`src/verilog/sine_table.hex`:
```
// One 16-bit two's complement sine sample per line, table address 0 to 31
0000
18F9
30FB
471C
5A82
6A6D
7641
7D8A
7FFF
7D8A
7641
6A6D
5A82
471C
30FB
18F9
0000
E707
CF05
B8E4
A57E
9593
89BF
8276
8001
8276
89BF
9593
A57E
B8E4
CF05
E707

```
`src/verilog/audio_pkg.sv`:
```
package audio_pkg;

  // Codec sample format, left justified in the I2S slot
  localparam int SAMPLE_W = 16;

  // One wclk frame in bclk periods
  // Left half while wclk is low, right half while wclk is high
  localparam int FRAME_BITS = 32;

  // Bit counter within the frame, wide enough for FRAME_BITS
  localparam int CNT_W = 6;

  // Sine test source
  localparam int SINE_DEPTH = 32;

  // Address port as wired to the board test header
  localparam int ROM_ADDR_W = 8;

  // Table contents, one hex word per line
  localparam string SINE_FILE = "/design/src/verilog/sine_table.hex";

  // Microphone word source, decoded from the sine switch
  typedef enum logic {
    MIC_EXT,
    MIC_SINE
  } mic_sel_t;

endpackage
```
`src/verilog/audio_assess.sv`:
```
module audio_assess import audio_pkg::*; (
  input  logic                  audio_mclk,
  input  logic                  RESET_n,
  input  logic                  audio_bclk,
  input  logic                  audio_wclk,
  input  logic                  sdata_in,
  input  logic [SAMPLE_W-1:0]   adc_mic,
  input  logic                  sw_bypass,
  input  logic                  sw_obmic_sin,
  output logic                  sample_tr,
  output logic                  sample_tr_n,
  output logic                  sdata_out,
  output logic [SAMPLE_W-1:0]   data16_mic,
  output logic [ROM_ADDR_W-1:0] rom_addr,
  output logic                  rom_ck,
  output logic [SAMPLE_W-1:0]   sum_audio
);

  logic                bclk_fall;
  logic [CNT_W-1:0]    bit_cnt;
  logic [SAMPLE_W-1:0] line_sample;

  i2s_frame_timing i_frame_timing (
    .audio_mclk  (audio_mclk),
    .RESET_n     (RESET_n),
    .audio_bclk  (audio_bclk),
    .audio_wclk  (audio_wclk),
    .sample_tr   (sample_tr),
    .sample_tr_n (sample_tr_n),
    .bclk_fall   (bclk_fall),
    .bit_cnt     (bit_cnt)
  );

  i2s_line_rx i_line_rx (
    .audio_mclk  (audio_mclk),
    .RESET_n     (RESET_n),
    .sdata_in    (sdata_in),
    .bclk_fall   (bclk_fall),
    .sample_tr   (sample_tr),
    .bit_cnt     (bit_cnt),
    .line_sample (line_sample)
  );

  // Microphone word is also brought out as data16_mic
  mic_source i_mic_source (
    .audio_mclk   (audio_mclk),
    .RESET_n      (RESET_n),
    .sample_tr_n  (sample_tr_n),
    .sw_obmic_sin (sw_obmic_sin),
    .adc_mic      (adc_mic),
    .mic_data     (data16_mic),
    .rom_addr     (rom_addr),
    .rom_ck       (rom_ck)
  );

  audio_path_mux i_path_mux (
    .audio_mclk  (audio_mclk),
    .RESET_n     (RESET_n),
    .sw_bypass   (sw_bypass),
    .sdata_in    (sdata_in),
    .line_sample (line_sample),
    .mic_data    (data16_mic),
    .bit_cnt     (bit_cnt),
    .bclk_fall   (bclk_fall),
    .sdata_out   (sdata_out),
    .sum_audio   (sum_audio)
  );

endmodule

```
`src/verilog/audio_path_mux.sv`:
```
module audio_path_mux import audio_pkg::*; (
  input  logic                audio_mclk,
  input  logic                RESET_n,
  input  logic                sw_bypass,
  input  logic                sdata_in,
  input  logic [SAMPLE_W-1:0] line_sample,
  input  logic [SAMPLE_W-1:0] mic_data,
  input  logic [CNT_W-1:0]    bit_cnt,
  input  logic                bclk_fall,
  output logic                sdata_out,
  output logic [SAMPLE_W-1:0] sum_audio
);

  localparam int BIT_IDX_W = $clog2(SAMPLE_W);

  logic [BIT_IDX_W-1:0] mic_bit_idx;
  logic                 sd_mic;

  // On a bclk fall the counter steps from bit_cnt to bit_cnt + 1
  // At count n the line carries bit 15 - ((n - 1) mod 16)
  // so the bit for the new count is 15 - (bit_cnt mod 16)
  // Both halves repeat the same word
  assign mic_bit_idx = BIT_IDX_W'(SAMPLE_W - 1) - bit_cnt[BIT_IDX_W-1:0];

  // Bit is registered together with the counter step
  always_ff @(posedge audio_mclk) begin
    if (!RESET_n) begin
      sd_mic <= 1'b0;
    end else if (bclk_fall) begin
      sd_mic <= mic_data[mic_bit_idx];
    end
  end

  // Bypass loops the codec line-in straight back
  assign sdata_out = sw_bypass ? sdata_in : sd_mic;

  // Monitor word follows the path on the serial output
  assign sum_audio = sw_bypass ? line_sample : mic_data;

endmodule

```
`src/verilog/mic_source.sv`:
```
module mic_source import audio_pkg::*; (
  input  logic                  audio_mclk,
  input  logic                  RESET_n,
  input  logic                  sample_tr_n,
  input  logic                  sw_obmic_sin,
  input  logic [SAMPLE_W-1:0]   adc_mic,
  output logic [SAMPLE_W-1:0]   mic_data,
  output logic [ROM_ADDR_W-1:0] rom_addr,
  output logic                  rom_ck
);

  localparam int TBL_AW = $clog2(SINE_DEPTH);

  logic [SAMPLE_W-1:0] sine_rom [SINE_DEPTH];
  logic [SAMPLE_W-1:0] ext_word;
  logic [SAMPLE_W-1:0] sine_word;
  mic_sel_t            mic_sel;

  initial begin
    $readmemh(SINE_FILE, sine_rom);
  end

  assign mic_sel = sw_obmic_sin ? MIC_SINE : MIC_EXT;

  // ADC gives offset binary, flipping the MSB makes it two's complement
  assign ext_word = {~adc_mic[SAMPLE_W-1], adc_mic[SAMPLE_W-2:0]};

  // Only the low address bits reach the table
  assign sine_word = sine_rom[rom_addr[TBL_AW-1:0]];

  // One word per frame, taken at the right channel start
  always_ff @(posedge audio_mclk) begin
    if (!RESET_n) begin
      mic_data <= '0;
      rom_addr <= '0;
    end else if (sample_tr_n) begin
      case (mic_sel)
        MIC_SINE: begin
          mic_data <= sine_word;
          // Step through the table, wrapping after the last entry
          if (rom_addr == ROM_ADDR_W'(SINE_DEPTH - 1)) begin
            rom_addr <= '0;
          end else begin
            rom_addr <= rom_addr + 1'b1;
          end
        end
        default: begin
          mic_data <= ext_word;
        end
      endcase
    end
  end

  // Step strobe for the test header
  always_ff @(posedge audio_mclk) begin
    if (!RESET_n) begin
      rom_ck <= 1'b0;
    end else begin
      rom_ck <= sample_tr_n;
    end
  end

endmodule

```
`src/verilog/i2s_line_rx.sv`:
```
module i2s_line_rx import audio_pkg::*; (
  input  logic                audio_mclk,
  input  logic                RESET_n,
  input  logic                sdata_in,
  input  logic                bclk_fall,
  input  logic                sample_tr,
  input  logic [CNT_W-1:0]    bit_cnt,
  output logic [SAMPLE_W-1:0] line_sample
);

  localparam int BIT_IDX_W = $clog2(SAMPLE_W);

  logic [SAMPLE_W-1:0]  shift_word;
  logic [BIT_IDX_W-1:0] bit_pos;
  logic                 in_left_slot;

  // Counts 1..16 carry the left word MSB first after the one-bit I2S delay
  assign in_left_slot = (bit_cnt >= CNT_W'(1)) && (bit_cnt <= CNT_W'(SAMPLE_W));

  // Count 1 lands in the MSB and count 16 in the LSB
  assign bit_pos = BIT_IDX_W'(CNT_W'(SAMPLE_W) - bit_cnt);

  always_ff @(posedge audio_mclk) begin
    if (!RESET_n) begin
      shift_word <= '0;
    end else if (bclk_fall && in_left_slot) begin
      shift_word[bit_pos] <= sdata_in;
    end
  end

  // Only complete words are published and held for the next whole frame
  always_ff @(posedge audio_mclk) begin
    if (!RESET_n) begin
      line_sample <= '0;
    end else if (sample_tr) begin
      line_sample <= shift_word;
    end
  end

endmodule

```
`src/verilog/i2s_frame_timing.sv`:
```
module i2s_frame_timing import audio_pkg::*; (
  input  logic             audio_mclk,
  input  logic             RESET_n,
  input  logic             audio_bclk,
  input  logic             audio_wclk,
  output logic             sample_tr,
  output logic             sample_tr_n,
  output logic             bclk_fall,
  output logic [CNT_W-1:0] bit_cnt
);

  // First stage takes the codec clocks into the mclk domain
  logic bclk_s;
  logic wclk_s;

  // Second stage holds last cycle's value for edge detection
  logic bclk_d;
  logic wclk_d;

  always_ff @(posedge audio_mclk) begin
    if (!RESET_n) begin
      bclk_s <= 1'b0;
      wclk_s <= 1'b0;
      bclk_d <= 1'b0;
      wclk_d <= 1'b0;
    end else begin
      bclk_s <= audio_bclk;
      wclk_s <= audio_wclk;
      bclk_d <= bclk_s;
      wclk_d <= wclk_s;
    end
  end

  // Frame start at the left channel, i.e. falling wclk
  assign sample_tr = !wclk_s && wclk_d;

  // Right channel start
  assign sample_tr_n = wclk_s && !wclk_d;

  assign bclk_fall = !bclk_s && bclk_d;

  // Position within the frame
  // Frame start wins over a bclk fall seen in the same cycle
  always_ff @(posedge audio_mclk) begin
    if (!RESET_n) begin
      bit_cnt <= '0;
    end else if (sample_tr) begin
      bit_cnt <= '0;
    end else if (bclk_fall) begin
      if (bit_cnt == CNT_W'(FRAME_BITS - 1)) begin
        // Stay inside one frame if wclk goes missing
        bit_cnt <= '0;
      end else begin
        bit_cnt <= bit_cnt + 1'b1;
      end
    end
  end

endmodule

```
`config.mk`:
```
export PLATFORM = sky130hd
export DESIGN_NAME = audio_assess
export DESIGN_NICKNAME = d
export VERILOG_FILES = /design/src/verilog/audio_pkg.sv /design/src/verilog/audio_assess.sv /design/src/verilog/audio_path_mux.sv /design/src/verilog/mic_source.sv /design/src/verilog/i2s_line_rx.sv /design/src/verilog/i2s_frame_timing.sv
export SDC_FILE = /design/constraint.sdc
export NUM_CORES = 1
export LEC_CHECK = 0
export ABC_AREA = 1
export BUFFER_PORTS_ARGS = -buffer_cell sky130_fd_sc_hd__buf_2
export CORE_MARGIN = 3
export CORE_UTILIZATION = 50
export CTS_CLUSTER_DIAMETER = 30
export DETAILED_ROUTE_END_ITERATION = 10
export PLACE_DENSITY_LB_ADDON = 0.05
export SKIP_CTS_REPAIR_TIMING = 1
export SYNTH_ARGS = -nofsm -noshare
export SYNTH_HDL_FRONTEND = slang
export SYNTH_HIERARCHICAL = 1
export SYNTH_SLANG_ARGS = --single-unit
export TNS_END_PERCENT = 1
```
`constraint.sdc`:
```
create_clock -name audio_mclk -period 1.6 [get_ports audio_mclk]
set_input_delay 0.16 -clock audio_mclk [delete_from_list [all_inputs] [get_ports audio_mclk]]
set_output_delay 0.16 -clock audio_mclk [all_outputs]
set_load 0.1 [all_outputs]
```
[After elaboration in Yosys (flattened, before gate mapping)]
Index checks and enable logic that the tools add are counted.
Word-level totals
  register bits after elaboration: 68
  input bits: 23
  output and inout port bits: 44
  logic and storage cells: 46
Operators by class
  $add $sub $neg: 4
  magnitude comparators: 5
  eq/ne operators: 2
  muxes and demuxes: 11
  bitwise operators: 2
  reduce and logical (&&, ||, !) cells: 11
Operators by type and width (number)
  16-bit 2-to-1 mux: 2
  16-bit bitwise mux: 1
  4-bit by 5-bit < comparator with 1-bit output (second input constant): 2
  8-bit by 1-bit adder with 8-bit output (second input constant): 1
  8-bit by 5-bit == test with 1-bit output (second input constant): 1
  8-bit 2-to-1 mux: 1
  6-bit by 1-bit adder with 6-bit output (second input constant): 1
  6-bit by 5-bit == test with 1-bit output (second input constant): 1
  6-bit by 1-bit greater-or-equal comparator with 1-bit output (second input constant): 1
  6-bit by 5-bit less-or-equal comparator with 1-bit output (second input constant): 1
  1-bit logical AND: 6
  6-bit 2-to-1 mux: 1
  1-bit binary-select mux with 4-bit select: 1
  1-bit demux with 4-bit select: 1
  4-bit by 1-bit greater-or-equal comparator with 1-bit output (second input constant): 1
  1-bit 2-to-1 mux: 4
  1-bit by 4-bit subtractor with 4-bit output (first input constant): 1
  4-bit subtractor (first input constant): 1
  1-bit zero test: 3
  1-bit NOT: 2
  2-bit AND reduction: 1
  2-bit OR reduction: 1

[Longest topological paths before layout]
  word-level depth: 6
  mapped depth: 10
  gate-level depth less buffers: 9

[By module]
The synthesis kept the hierarchy.
By module, submodules not included
  i2s_line_rx: instances 1, cells an instance 205, area each 1471.4 um2, sequential area each 640.6 um2
  mic_source: instances 1, cells an instance 130, area each 997.2 um2, sequential area each 500.5 um2
  i2s_frame_timing: instances 1, cells an instance 65, area each 480.5 um2, sequential area each 200.2 um2
  audio_path_mux: instances 1, cells an instance 61, area each 460.4 um2, sequential area each 20.0 um2

[Worst setup path before layout]
Ideal clock, no wire load.
  path type: register to register
  start: reg i_frame_timing.wclk_s
  end: reg i_mic_source.rom_addr[3]
  library setup time: 119 ps
  arrival: 2553 ps
  data required time: 1481 ps
  slack: -1072 ps
  cell stages (with the launch flop): 8
  path buffers: 0
  period minus slack after synthesis: 2672 ps
  cell sequence: dfxtp_1 -> inv_1 -> nor2_1 -> nand2_1 -> inv_2 -> nand2_1 -> o21ai_2 -> nor2_1
Between the ends
  longest elaborated chain between the ends: 2
RTL lines
  from (decl): line i2s_frame_timing.sv:14  | logic wclk_s;
  from (signal assigned): line i2s_frame_timing.sv:28  | wclk_s <= audio_wclk;
  1-bit logical AND: line i2s_frame_timing.sv:38  | assign sample_tr_n = wclk_s && !wclk_d;
  named net sample_tr_n: line audio_assess.sv:11  | output logic sample_tr_n,
  2-bit AND reduction (no source line)
  to (signal assigned): line mic_source.sv:44  | rom_addr <= rom_addr + 1'b1;
  to (decl): line mic_source.sv:8  | output logic [ROM_ADDR_W-1:0] rom_addr,
The timed path passes the listed nets, and every way through them passes these cells.
A chain may end at the register's enable or synchronous reset.

[Final worst setup path]
  start: reg i_mic_source.mic_data[0]
  end: out sum_audio[0]
Between the ends
  longest elaborated chain between the ends: 1
RTL lines
  from (decl): line mic_source.sv:7  | output logic [SAMPLE_W-1:0] mic_data,
  from (signal assigned): line mic_source.sv:39  | mic_data <= sine_word;
  from (signal assigned): line mic_source.sv:48  | mic_data <= ext_word;
  16-bit 2-to-1 mux: line audio_path_mux.sv:38  | assign sum_audio = sw_bypass ? line_sample : mic_data;
  to (decl): line audio_assess.sv:16  | output logic [SAMPLE_W-1:0] sum_audio
No other way between the ends.

==> flow_summary.ini <==
[logic_synthesis]
synth_area_um2 = 3410
yosys.area_share.simple_pct = 32.1
yosys_warnings = 6
synth_xor_area_share_pct = 1.03
syn_inst = 461
synth.distinct_cells = 30
synth_seq_cells = 68
synthMuxAreaShare_pct = 6.72
synth_compound_area_share_pct = 9.54
avgSynthCellArea_um2 = 7.40
synthAdderAreaFrac_pct = 0.734
syn-num-nets = 486
synth_top_family_by_area = simple AND/OR/NAND/NOR gates
yosysSeqAreaShare_pct = 39.9

[worst_setup_path]
critPathArrivalTime_ns = 1.35
critPathCaptureType = output port
critPathRequiredTime_ns = 1.44
cpPeakStageDelay_ns = 0.43
crit_slowest_cell = buf_2
crit_fanout = 4
cp_top_family = buffers and inverters
critical_path_class = flip-flop to output port
cp_cell_sequence = mux2_2 > buf_2
startpoint_type = flip-flop
worst-path-buf-inv = 1

[finish]
syn2layout_area_growth_pct = 24.8
final_net_count = 559
utilization_pct = 65.5
regArea_um2 = 1370
multiInputGateArea_um2 = 1720
fill_cells = 577
n_antenna_cell = 0
drive_above_1_share_pct = 28.6

[sta]
rsz0062_at_grt = false
fin_crit_sh_pct = 94.3
setup_viol = 0
max_slew.worst_pin.slew_ns = 0.511
maxSlewViolCount = 0
slew_headroom_pct = 66.1
clock.fmax_mhz = 663
period_needed_ns = 1.51
hold_viol = 0
hold_ws_ns = 0.00339
finClkSkew_ns = 0.00953

[clocking]
insertion_delay_ns = 0.35
clockBufferDepth = 2
htreeDepth = 3
cts_buffers = 9
clk_pin_slew_ns = 0.08
cts_tree = yes
clock-root-buffer = clkbuf_8
clock_sinks = 68

[power]
p_leak_nw = 2.06
p_per_area_nw_per_um2 = 976
ir_drop_mv = 0.480

[global_route]
antenna_found_initial = 0
grt_usage_pct = 21.5
gr-total-overflow = 0
grt_pass1_vias = 2876
grt_pass1_wl_um = 13200
grt_max_degree = 32

[detailed_routing]
vias = 3164
routed_wl_um = 8050
drc = 0
drt_iter0_drc = 150
dr.pass1.iters = 4
post_drt_wl_per_cell_um = 13.1
vias_per_cell = 5.14
drtAntennaViolNets = 0

[job]
cap_violations = 0

[die]
dieArea_um2 = 7850
io_pins = 67
num_rows = 29
die_y_um = 88.6
design.core.area_um2 = 6490
die_w_um = 88.6
start_util_pct = 52.5

[hold_path]
holdCritPathClass = primary input to flip-flop

[status]
status = finished clean

[placed_design]
hpwlAfterDp_um = 5940
finalWeightedCongestion = 0.795
port_buffers = 66
[placed cells by master, fill, tap and decap left out, drive strengths merged]
master | Yosys | final
o21a | 1 | 1
o21ai | 36 | 36
clkbuf | 5 | 10
dlygate4sd3 | 0 | 1
nor3 | 1 | 1
mux2 | 17 | 17
nand2 | 79 | 79
buf | 16 | 82
nor2 | 104 | 104
a21oi | 22 | 22
ha | 2 | 2
bufinv | 0 | 1
dfxtp | 68 | 68
clkinvlp | 0 | 2
nand4 | 16 | 16
nand3 | 38 | 38
clkinv | 0 | 3
xor2 | 4 | 4
inv | 52 | 52
[final cells by class]
| cell class | count | share of cell area (%) |
|---|---|---|
| timing repair buffer | 83 | 15.6 |
| tap | 77 | 2.26 |
| multi-input combinational | 320 | 40.5 |
| inverter | 52 | 4.76 |
| clock inverter | 6 | 1.50 |
| clock buffer | 10 | 3.24 |
| sequential | 68 | 32.1 |
[state kept, by name, summed over array words and instances (netlist names)]
signal and flops:
i_line_rx/shift_word 16, i_mic_source/rom_ck 1, i_mic_source/rom_addr 8, i_frame_timing/bclk_d 1, i_path_mux/sd_mic 1, i_frame_timing/wclk_s 1
i_frame_timing/bclk_s 1, i_frame_timing/wclk_d 1, i_mic_source/mic_data 16, i_line_rx/line_sample 16, i_frame_timing/bit_cnt 6
[cells by family after synthesis]
kind of cell,after synthesis
multiplexers,17
buffers and inverters,73
AND/OR/NAND/NOR,238
XOR/XNOR,4
adder cells (fa/ha/maj),2
flip-flops,68
AO/OA/AOI/OAI,59
[path summary, 6_finish.rpt]
check | start | endpoint | slack, ns | cells after the start
max | i_mic_source/mic_data[0] | sum_audio[0] | 0.09 | 2
min | audio_wclk | i_frame_timing/wclk_s | 0.003 | 3
max reg2reg | i_frame_timing/bit_cnt[0] | i_line_rx/shift_word[15] | 0.17 | 7
min reg2reg | i_line_rx/shift_word[15] | i_line_rx/line_sample[15] | 0.46 | 2
[routing by layer]
metal / global-route usage, % / vias up / part of all wire (%)
li1: - / 1619 / -
met1: 27.1 / 1440 / 44
met2: 36.3 / 99 / 49
met3: 5.21 / 6 / 5.8
met4: 6.32 / 0 / 0.78
met5: 0 / - / 0
[report_power, final]
group | switching (mW) | internal, mW
registers | 0.0577 | 1.75
clock network | 0.686 | 0.759
logic | 0.661 | 0.237
total | 1.40 | 2.75
[worst reg2reg max path: stages, from the launching register on]
cell and delay (ns):
dfxtp_1 0.46, buf_4 0.24, nand2_1 0.07, nor2_1 0.14, nand4_1 0.16, nand2_1 0.10, nand2_1 0.07, nor2_1 0.12
[metrics by stage]
stage	instance area, um2	setup slack, ns	total power [mW]	instances	TNS (ns)
after floorplan	3430	-0.176	2.52	461	-3.88
after global placement	4040	0.270	2.74	599	0
after detailed placement	4040	0.243	2.74	599	0
after CTS	4240	0.0749	4.19	615	0
after global routing	4250	0.0261	4.31	616	0
final	4250	0.0915	4.15	616	0
[Yosys cell counts]
master / count / share of area, %
nor2_1: 90 / 9.9
nand2_1: 73 / 8.0
dfxtp_1: 68 / 40
inv_1: 47 / 5.2
nand3_1: 36 / 5.3
o21ai_0: 34 / 5.0
a21oi_1: 16 / 2.3
nand4_1: 16 / 2.9
mux2_4: 10 / 4.4
nor2_4: 8 / 2.6
buf_2: 7 / 1.0
mux2_1: 7 / 2.3
a21oi_2: 6 / 1.5
buf_6: 6 / 2.0
nor2_2: 6 / 1.1
clkbuf_1: 5 / 0.55
nand2_2: 5 / 0.92
inv_2: 4 / 0.44
xor2_1: 4 / 1.0
buf_1: 2 / 0.22
ha_1: 2 / 0.73
buf_4: 1 / 0.22
inv_8: 1 / 0.33
nand2_4: 1 / 0.33
nand3_2: 1 / 0.29
nand3_4: 1 / 0.51
nor3_1: 1 / 0.15
o21a_2: 1 / 0.26
o21ai_1: 1 / 0.15
o21ai_2: 1 / 0.26
Note: power is estimated with default switching activity, not from simulation.
